<file path="src/rtl/mips_defs.svh">
/*
 * MIPS subset definitions
 * Opcodes, funct codes, ALU control codes, reset PC and link register
 */
`ifndef MIPS_DEFS_SVH
`define MIPS_DEFS_SVH

// Primary opcodes
`define MIPS_OP_RTYPE 6'b000000
`define MIPS_OP_LW    6'b100011
`define MIPS_OP_SW    6'b101011
`define MIPS_OP_BEQ   6'b000100
`define MIPS_OP_ADDI  6'b001000
`define MIPS_OP_J     6'b000010
`define MIPS_OP_JAL   6'b000011

// Funct codes of the R-type group
`define MIPS_FN_ADD   6'b100000
`define MIPS_FN_SUB   6'b100010
`define MIPS_FN_AND   6'b100100
`define MIPS_FN_OR    6'b100101
`define MIPS_FN_SLT   6'b101010
`define MIPS_FN_JR    6'b001000

// ALU control encodings
`define MIPS_ALU_AND  3'b000
`define MIPS_ALU_OR   3'b001
`define MIPS_ALU_ADD  3'b010
`define MIPS_ALU_SUB  3'b110
`define MIPS_ALU_SLT  3'b111

// First fetch address and jal destination
`define MIPS_RESET_PC 32'h0000_0000
`define MIPS_LINK_REG 5'd31

`endif
</file>
<file path="src/rtl/mips_pkg.sv">
/*
 * MIPS core types
 * Instruction word views and ALU control encoding
 */
`include "mips_defs.svh"

package mips_pkg;

  // One instruction word, three decodings
  typedef union packed {
    // Register format
    struct packed {
      logic [5:0] op;
      logic [4:0] rs;
      logic [4:0] rt;
      logic [4:0] rd;
      logic [4:0] shamt;
      logic [5:0] funct;
    } r_fmt;
    // Immediate format
    struct packed {
      logic [5:0]  op;
      logic [4:0]  rs;
      logic [4:0]  rt;
      logic [15:0] imm;
    } i_fmt;
    // Jump format
    struct packed {
      logic [5:0]  op;
      logic [25:0] target;
    } j_fmt;
  } mips_instr_u;

  // ALU operation select
  typedef enum logic [2:0] {
    ALU_AND = `MIPS_ALU_AND,
    ALU_OR  = `MIPS_ALU_OR,
    ALU_ADD = `MIPS_ALU_ADD,
    ALU_SUB = `MIPS_ALU_SUB,
    ALU_SLT = `MIPS_ALU_SLT
  } alu_ctrl_e;

endpackage

</file>
<file path="src/rtl/mips_pipe.sv">
/*
 * MIPS pipelined core top level
 * Controller and datapath, memories outside
 */
`timescale 1ns/100ps

module mips_pipe (
  input  logic        clk,
  input  logic        rst_n,
  output logic [31:0] pc_f,
  input  logic [31:0] instr_f,
  output logic        memwrite_m,
  output logic [31:0] aluout_m,
  output logic [31:0] writedata_m,
  input  logic [31:0] readdata_m
);
  import mips_pkg::*;

  // Decode-stage word and its control levels
  mips_instr_u instr_d;
  logic        memtoreg_d, memwrite_d, alusrc_d, regdst_d, regwrite_d;
  logic        branch_d, jump_d, jal_d, jr_d;
  alu_ctrl_e   alucontrol_d;

  mips_ctrl u_ctrl (
    .instr_d      (instr_d),
    .memtoreg_d   (memtoreg_d),
    .memwrite_d   (memwrite_d),
    .alusrc_d     (alusrc_d),
    .regdst_d     (regdst_d),
    .regwrite_d   (regwrite_d),
    .branch_d     (branch_d),
    .jump_d       (jump_d),
    .jal_d        (jal_d),
    .jr_d         (jr_d),
    .alucontrol_d (alucontrol_d)
  );

  mips_datapath u_dp (
    .clk          (clk),
    .rst_n        (rst_n),
    .memtoreg_d   (memtoreg_d),
    .memwrite_d   (memwrite_d),
    .alusrc_d     (alusrc_d),
    .regdst_d     (regdst_d),
    .regwrite_d   (regwrite_d),
    .branch_d     (branch_d),
    .jump_d       (jump_d),
    .jal_d        (jal_d),
    .jr_d         (jr_d),
    .alucontrol_d (alucontrol_d),
    .instr_d      (instr_d),
    .pc_f         (pc_f),
    .instr_f      (instr_f),
    .memwrite_m   (memwrite_m),
    .aluout_m     (aluout_m),
    .writedata_m  (writedata_m),
    .readdata_m   (readdata_m)
  );

endmodule

</file>
<file path="src/rtl/mips_datapath.sv">
/*
 * MIPS five-stage datapath
 * PC, pipeline registers, decode-stage redirect and writeback select
 */
`timescale 1ns/100ps
`include "mips_defs.svh"

module mips_datapath (
  input  logic                  clk,
  input  logic                  rst_n,
  input  logic                  memtoreg_d,
  input  logic                  memwrite_d,
  input  logic                  alusrc_d,
  input  logic                  regdst_d,
  input  logic                  regwrite_d,
  input  logic                  branch_d,
  input  logic                  jump_d,
  input  logic                  jal_d,
  input  logic                  jr_d,
  input  mips_pkg::alu_ctrl_e   alucontrol_d,
  output mips_pkg::mips_instr_u instr_d,
  output logic [31:0]           pc_f,
  input  logic [31:0]           instr_f,
  output logic                  memwrite_m,
  output logic [31:0]           aluout_m,
  output logic [31:0]           writedata_m,
  input  logic [31:0]           readdata_m
);
  import mips_pkg::*;

  // Fetch and decode
  logic [31:0] pcplus4_f, pcnext_f;
  logic [31:0] pc_d, pcplus4_d, pcbranch_d, pcjump_d;
  logic [31:0] rd1_d, rd2_d, signimm_d;
  logic        pcsrc_d;
  // Execute
  logic        memtoreg_e, memwrite_e, alusrc_e, regdst_e, regwrite_e, jal_e;
  alu_ctrl_e   alucontrol_e;
  logic [4:0]  rt_e, rd_e, writereg_e;
  logic [31:0] rd1_e, rd2_e, signimm_e, link_e, srcb_e, aluout_e;
  // Memory
  logic        memtoreg_m, regwrite_m, jal_m;
  logic [4:0]  writereg_m;
  logic [31:0] link_m;
  // Writeback
  logic        memtoreg_w, regwrite_w, jal_w;
  logic [4:0]  writereg_w;
  logic [31:0] aluout_w, readdata_w, link_w, result_w;

  // -------------------------------------
  // Fetch and next PC
  // -------------------------------------
  assign pcplus4_f = pc_f + 32'd4;

  // Jump beats branch, jr takes rs
  assign pcnext_f = jump_d  ? (jr_d ? rd1_d : pcjump_d) :
                    pcsrc_d ? pcbranch_d : pcplus4_f;

  // -------------------------------------
  // Decode
  // -------------------------------------
  mips_regfile u_rf (
    .clk (clk),
    .we  (regwrite_w),
    .ra1 (instr_d.r_fmt.rs),
    .ra2 (instr_d.r_fmt.rt),
    .wa  (writereg_w),
    .wd  (result_w),
    .rd1 (rd1_d),
    .rd2 (rd2_d)
  );

  assign pcplus4_d = pc_d + 32'd4;
  assign signimm_d = {{16{instr_d.i_fmt.imm[15]}}, instr_d.i_fmt.imm};
  // Branch and jump targets relative to the delay slot
  assign pcbranch_d = pcplus4_d + {signimm_d[29:0], 2'b00};
  assign pcjump_d   = {pcplus4_d[31:28], instr_d.j_fmt.target, 2'b00};
  // Taken beq, compare on raw register values
  assign pcsrc_d    = branch_d && (rd1_d == rd2_d);

  // -------------------------------------
  // Execute
  // -------------------------------------
  assign srcb_e = alusrc_e ? signimm_e : rd2_e;

  mips_alu u_alu (
    .a (rd1_e),
    .b (srcb_e),
    .f (alucontrol_e),
    .y (aluout_e)
  );

  // Destination among rt, rd and r31
  assign writereg_e = jal_e    ? `MIPS_LINK_REG :
                      regdst_e ? rd_e : rt_e;

  // -------------------------------------
  // Writeback select
  // -------------------------------------
  assign result_w = jal_w      ? link_w     :
                    memtoreg_w ? readdata_w : aluout_w;

  // PC and control bits, bubbles out of reset
  always_ff @(posedge clk or negedge rst_n) begin
    if (!rst_n) begin
      pc_f         <= `MIPS_RESET_PC;
      instr_d      <= '0;
      memtoreg_e   <= 1'b0;
      memwrite_e   <= 1'b0;
      alusrc_e     <= 1'b0;
      regdst_e     <= 1'b0;
      regwrite_e   <= 1'b0;
      jal_e        <= 1'b0;
      alucontrol_e <= ALU_ADD;
      memtoreg_m   <= 1'b0;
      memwrite_m   <= 1'b0;
      regwrite_m   <= 1'b0;
      jal_m        <= 1'b0;
      memtoreg_w   <= 1'b0;
      regwrite_w   <= 1'b0;
      jal_w        <= 1'b0;
    end else begin
      pc_f         <= pcnext_f;
      instr_d      <= instr_f;
      memtoreg_e   <= memtoreg_d;
      memwrite_e   <= memwrite_d;
      alusrc_e     <= alusrc_d;
      regdst_e     <= regdst_d;
      regwrite_e   <= regwrite_d;
      jal_e        <= jal_d;
      alucontrol_e <= alucontrol_d;
      memtoreg_m   <= memtoreg_e;
      memwrite_m   <= memwrite_e;
      regwrite_m   <= regwrite_e;
      jal_m        <= jal_e;
      memtoreg_w   <= memtoreg_m;
      regwrite_w   <= regwrite_m;
      jal_w        <= jal_m;
    end
  end

  // Payload, qualified by the control bits above
  always_ff @(posedge clk) begin
    pc_d        <= pc_f;
    rd1_e       <= rd1_d;
    rd2_e       <= rd2_d;
    rt_e        <= instr_d.r_fmt.rt;
    rd_e        <= instr_d.r_fmt.rd;
    signimm_e   <= signimm_d;
    // Return address skips the delay slot
    link_e      <= pc_d + 32'd8;
    aluout_m    <= aluout_e;
    writedata_m <= rd2_e;
    writereg_m  <= writereg_e;
    link_m      <= link_e;
    aluout_w    <= aluout_m;
    readdata_w  <= readdata_m;
    writereg_w  <= writereg_m;
    link_w      <= link_m;
  end

endmodule

</file>
<file path="src/rtl/mips_alu.sv">
/*
 * MIPS ALU
 * add, sub, and, or and signed slt on 32-bit operands
 */
`timescale 1ns/100ps

module mips_alu (
  input  logic [31:0]         a,
  input  logic [31:0]         b,
  input  mips_pkg::alu_ctrl_e f,
  output logic [31:0]         y
);
  import mips_pkg::*;

  always_comb begin
    case (f)
      ALU_AND: y = a & b;
      ALU_OR:  y = a | b;
      ALU_ADD: y = a + b;
      ALU_SUB: y = a - b;
      // Signed compare, result in bit 0
      ALU_SLT: y = {31'd0, $signed(a) < $signed(b)};
      default: y = a + b;
    endcase
  end

endmodule

</file>
<file path="src/rtl/mips_regfile.sv">
/*
 * MIPS register file
 * Two read ports, one write port, r0 tied to zero
 */
`timescale 1ns/100ps

module mips_regfile (
  input  logic        clk,
  input  logic        we,
  input  logic [4:0]  ra1,
  input  logic [4:0]  ra2,
  input  logic [4:0]  wa,
  input  logic [31:0] wd,
  output logic [31:0] rd1,
  output logic [31:0] rd2
);

  logic [31:0] rf [32];

  // Writes land on the rising edge
  always_ff @(posedge clk) begin
    if (we && wa != 5'd0)
      rf[wa] <= wd;
  end

  // r0 first, then same-cycle bypass from writeback
  assign rd1 = (ra1 == 5'd0)            ? 32'd0 :
               (we && wa == ra1)        ? wd    : rf[ra1];
  assign rd2 = (ra2 == 5'd0)            ? 32'd0 :
               (we && wa == ra2)        ? wd    : rf[ra2];

endmodule

</file>
<file path="src/rtl/mips_ctrl.sv">
/*
 * MIPS controller
 * Main and ALU decoder, decode-stage control levels
 */
`timescale 1ns/100ps
`include "mips_defs.svh"

module mips_ctrl (
  input  mips_pkg::mips_instr_u instr_d,
  output logic                  memtoreg_d,
  output logic                  memwrite_d,
  output logic                  alusrc_d,
  output logic                  regdst_d,
  output logic                  regwrite_d,
  output logic                  branch_d,
  output logic                  jump_d,
  output logic                  jal_d,
  output logic                  jr_d,
  output mips_pkg::alu_ctrl_e   alucontrol_d
);
  import mips_pkg::*;

  // ALU decoder result for the R-type group
  alu_ctrl_e rtype_alu;
  logic      rtype_ok;

  always_comb begin
    rtype_ok = 1'b1;
    case (instr_d.r_fmt.funct)
      `MIPS_FN_ADD: rtype_alu = ALU_ADD;
      `MIPS_FN_SUB: rtype_alu = ALU_SUB;
      `MIPS_FN_AND: rtype_alu = ALU_AND;
      `MIPS_FN_OR:  rtype_alu = ALU_OR;
      `MIPS_FN_SLT: rtype_alu = ALU_SLT;
      default: begin
        // jr and anything unknown
        rtype_alu = ALU_ADD;
        rtype_ok  = 1'b0;
      end
    endcase
  end

  // Main decoder, every level low is a bubble
  always_comb begin
    memtoreg_d   = 1'b0;
    memwrite_d   = 1'b0;
    alusrc_d     = 1'b0;
    regdst_d     = 1'b0;
    regwrite_d   = 1'b0;
    branch_d     = 1'b0;
    jump_d       = 1'b0;
    jal_d        = 1'b0;
    jr_d         = 1'b0;
    alucontrol_d = ALU_ADD;
    case (instr_d.r_fmt.op)
      `MIPS_OP_RTYPE: begin
        if (rtype_ok) begin
          regwrite_d   = 1'b1;
          regdst_d     = 1'b1;
          alucontrol_d = rtype_alu;
        end else if (instr_d.r_fmt.funct == `MIPS_FN_JR) begin
          // Register jump, no write
          jump_d = 1'b1;
          jr_d   = 1'b1;
        end
      end
      `MIPS_OP_LW: begin
        regwrite_d = 1'b1;
        alusrc_d   = 1'b1;
        memtoreg_d = 1'b1;
      end
      `MIPS_OP_SW: begin
        memwrite_d = 1'b1;
        alusrc_d   = 1'b1;
      end
      `MIPS_OP_ADDI: begin
        regwrite_d = 1'b1;
        alusrc_d   = 1'b1;
      end
      `MIPS_OP_BEQ: branch_d = 1'b1;
      `MIPS_OP_J:   jump_d   = 1'b1;
      `MIPS_OP_JAL: begin
        // Link written to r31 in writeback
        jump_d     = 1'b1;
        jal_d      = 1'b1;
        regwrite_d = 1'b1;
      end
      default: ;
    endcase
  end

endmodule

</file>
<file path="config.mk">
export PLATFORM = sky130hd
export DESIGN_NAME = mips_pipe
export DESIGN_NICKNAME = d
export VERILOG_FILES = /design/src/rtl/mips_pkg.sv /design/src/rtl/mips_pipe.sv /design/src/rtl/mips_datapath.sv /design/src/rtl/mips_alu.sv /design/src/rtl/mips_regfile.sv /design/src/rtl/mips_ctrl.sv
export VERILOG_INCLUDE_DIRS = /design/src /design/src/rtl
export SDC_FILE = /design/constraint.sdc
export NUM_CORES = 2
export LEC_CHECK = 0
export BUFFER_PORTS_ARGS = -buffer_cell sky130_fd_sc_hd__buf_2
export CORE_MARGIN = 1
export CORE_UTILIZATION = 55
export CTS_CLUSTER_SIZE = 24
export DETAILED_ROUTE_END_ITERATION = 7
export GPL_TIMING_DRIVEN = 1
export PLACE_DENSITY = 0.74
export SETUP_SLACK_MARGIN = 0.15
export SLEW_MARGIN = 10
export SYNTH_ARGS = -nofsm -noshare
export SYNTH_HDL_FRONTEND = slang
export SYNTH_HIERARCHICAL = 1
export SYNTH_SLANG_ARGS = --single-unit
</file>
<file path="constraint.sdc">
create_clock -name clk -period 5 [get_ports clk]
set_input_delay 0.75 -clock clk [delete_from_list [all_inputs] [get_ports clk]]
set_output_delay 0.75 -clock clk [all_outputs]
set_load 0.02 [all_outputs]
</file>
==> reports/summary.log <==
INFO  timing         post_route_skew=0.0311ns
INFO  critical_path  end_kind=flip-flop
INFO  clock_network  cts_root_buf=clkbuf_16
INFO  clock_network  clock_tree.buffer_depth=3
INFO  grt            grt_pass1_wl=322000um
INFO  finish         fin_cells=6631
INFO  floorplanning  io_pins=163
INFO  worst_hold_path hold_path.class=in -> reg
INFO  synthesis      synth-seq-area-share=58.8%
INFO  critical_path  crit_path_dat=5.67ns
INFO  synthesis      ys_ff_latch=1455
INFO  drt            initialDrtViolationCount=7579
INFO  synthesis      ys_dominant_reg_cell=edfxtp_1
INFO  placed_design  dpl.hpwl=152000um
INFO  drt            routed_via_density=7.10
INFO  critical_path  worst-r2r-cell-count=14
INFO  synthesis      syn_inst=4570
INFO  grt            grt_start_max_net_pins=65
INFO  finish         finalCoreUtilization=63.2%
INFO  timing         timing_hold_violations_final=0
INFO  synthesis      synth.top_cell.area_share=45.5%
INFO  power_and_ir_drop power_per_cell_area=441nW/um^2
INFO  clock_network  numCtsBuffers=150
INFO  timing         period_share=99.2%
INFO  drt            wl_per_cell=34.9um
INFO  floorplanning  placeableCoreArea=122000um^2
INFO  critical_path  cp_data_required_time=5.71ns
INFO  synthesis      synth-edff-count=1024
INFO  clock_network  clock_latency=0.82ns
INFO  synthesis      synthTopCellsByArea=edfxtp_1, mux4_2, dfxtp_1
INFO  synthesis      synth-async-reset-ratio=5.50%
INFO  drt            drc_errors=0
INFO  drt            vias=47100
INFO  finish         fillers=8718
INFO  floorplanning  design.die.area=124000um^2
INFO  floorplanning  die_width=353um
INFO  grt            grt_pass1_vias=44900
INFO  finish         layout-area-overhead-vs-synth=13.9%
INFO  placed_design  place.gp.congestion=1.02
INFO  finish         nets=5072
INFO  synthesis      post_synth_top_area_cell=edfxtp_1
INFO  critical_path  critPathMaxFanout=16
INFO  flow_run       cap_viol_max_count=0
INFO  synthesis      most_repeated_cell_in_the_gate_level_netlist_after_synthesis=edfxtp_1
INFO  synthesis      avgSynthCellArea=14.8um^2
INFO  grt            antenna_violations_before_repair=13
INFO  timing         tmin_final=4.96ns
INFO  outcome        run_status=completed
INFO  synthesis      synth.cells.most_frequent=edfxtp_1, mux4_2, dfxtp_1
INFO  power_and_ir_drop leakage_power_figure=27.5nW
INFO  timing         pins_over_their_slew_limit=0
INFO  worst_hold_path hold_depth=1
INFO  finish         final_layout_size_suffix_gt1_share=25.5%
INFO  clock_network  cts_tree=yes
INFO  placed_design  io_port_bufs=162
INFO  floorplanning  rows=128
INFO  clock_network  clk_transition_reported_paths=0.06ns
INFO  power_and_ir_drop peakVddDrop=0.000444V
INFO  clock_network  tritoncts_num_sinks=1455
INFO  drt            drtPass1Iterations=7
INFO  drt            drtAntennaViolNets=0
INFO  critical_path  worst-setup-path-type=reg -> reg
INFO  critical_path  critical_path.startpoint_type=flip-flop
INFO  timing         rsz0062_at_grt=false
INFO  synthesis      cell_area_after_synthesis=67600um^2
INFO  grt            groute.usage.overall=36.5%
INFO  grt            grt-ovfl-total=0
INFO  synthesis      ys_types=110
INFO  placed_design  post-place-cells=6334
INFO  timing         maxClockFrequency=202MHz
INFO  synthesis      synth.yosys.warnings=6
INFO  drt            drt-total-wl=231000um
INFO  timing         tightestPinTransition=1.17ns
INFO  floorplanning  initial_cell_density_of_the_core=55.5%
INFO  clock_network  h-tree-depth=4
INFO  floorplanning  die_y=353um
INFO  timing         setup-violations-final=0
INFO  timing         slew_headroom=22.0%
[sequential cells by signal, indices dropped and copies added (netlist names), 3 cells and up]
signal,flops
u_dp/signimm_e,15
u_dp/pc_f,32
u_dp/writereg_w,5
u_dp/alucontrol_e,3
u_dp/readdata_w,32
u_dp/writereg_m,5
u_dp/aluout_w,32
u_dp/writedata_m,32
u_dp/pc_d,32
u_dp/instr_d,32
u_dp/rt_e,5
u_dp/aluout_m,32
u_dp/rd2_e,32
u_dp/link_m,32
u_dp/link_w,32
u_dp/link_e,32
u_dp/u_rf/rf,1024
u_dp/rd1_e,32
[layout make-up]
| cell class | count | area [um^2] | area share, % |
|---|---|---|---|
| diodes | 8 | 20.0 | 0.0260 |
| well taps | 1625 | 2030 | 2.64 |
| clock inverters | 78 | 867 | 1.13 |
| clock buffers | 201 | 4340 | 5.64 |
| inverters | 137 | 514 | 0.668 |
| repair buffers | 414 | 3100 | 4.02 |
| flip-flops and latches | 1455 | 39800 | 51.7 |
| multi-input cells | 2713 | 26400 | 34.2 |
[routing by layer]
layer,track usage (%),up-vias,routed length (um)
li1,-,18700,-
met1,46.2,23300,78200
met2,54.2,4149,102000
met3,11.9,915,33200
met4,23.6,10,17500
met5,0,-,69
[path summary, 6_finish.rpt]
path                                   from             endpoint  slack [ns]
hold reg to reg             u_dp/link_e[23]      u_dp/link_m[23]        0.32
min in group asynchronous             rst_n      u_dp/instr_d[4]        0.06
setup reg to reg           u_dp/instr_d[21]        u_dp/pc_f[23]        0.04
hold / removal               readdata_m[24]  u_dp/readdata_w[24]        0.04
max in group asynchronous             rst_n     u_dp/instr_d[20]        3.91
setup / recovery           u_dp/instr_d[21]        u_dp/pc_f[23]        0.04
[where the power goes]
part           internal (mW)  switching, mW
sequential              14.8          0.727
clock                   6.84           4.92
combinational           2.18           4.52
[cells in the final DEF, fill, tap and decap left out, drive strengths merged, types with 40 or more instances in the layout]
| cell | n |
|---|---|
| mux4 | 417 |
| nand2 | 209 |
| a211oi | 50 |
| nand3 | 61 |
| clkbuf | 202 |
| dfxtp | 351 |
| ha | 132 |
| edfxtp | 1024 |
| xnor2 | 82 |
| a22o | 57 |
| o21ai | 164 |
| nor2 | 216 |
| clkinv | 50 |
| mux2 | 54 |
| inv | 150 |
| a22oi | 91 |
| dfrtp | 79 |
| a21oi | 188 |
| a221oi | 40 |
| xor2 | 74 |
| a21o | 40 |
| o22ai | 71 |
| mux2i | 273 |
| buf | 411 |
[per-stage QoR]
stage / area [um^2] / hold WS, ns / worst slack [ns] / total power [mW] / TNS (ns)
after CTS: 76900 / 0.000329 / 0.192 / 33.8 / 0
after global placement: 71600 / 0.311 / -0.179 / 22.0 / -1.46
after global routing: 77000 / 0.0227 / 0.128 / 34.8 / 0
after floorplan: 67800 / 0.310 / 0.318 / 19.5 / 0
final: 77000 / 0.0391 / 0.0378 / 34.0 / 0
after detailed placement: 71600 / 0.312 / -0.219 / 22.1 / -1.99
[logic make-up (layout without fill, tap and decap cells)]
group | Yosys count | after routing | share of synthesized area (%)
simple gates | 726 | 726 | 5.25
mux | 744 | 744 | 18.8
xor+xnor | 156 | 156 | 2.03
other cells | 1 | 40 | 0.00554
compound gates | 920 | 920 | 9.42
flops | 1455 | 1455 | 58.8
buf+inv | 433 | 830 | 3.13
fa+ha+maj | 135 | 135 | 2.53
[worst max-delay path, cell delays in order, from the launching register on]
cell and delay [ns]:
dfrtp_4 0.56, xnor2_1 0.18, nand4_1 0.27, o211a_1 0.78, buf_4 0.41, a22oi_1 0.11
o21ai_0 0.32, xor2_1 0.42, nor4_2 0.34, nand4_1 0.18, nor4_4 0.47, buf_12 0.22
nor2_1 0.15, a22o_1 0.30, a21oi_1 0.13
[timing repair]
action | in CTS | in global routing
hold buffers | 2 | 0
gates cloned | 0 | 1
buffers inserted | 1 | 6
hold endpoints to repair | 2 | 0
pin swaps | 1 | 2
endpoints found under the setup margin | 19 | 19
resized for setup | 2 | 17
(Power assumes the default switching activity.)
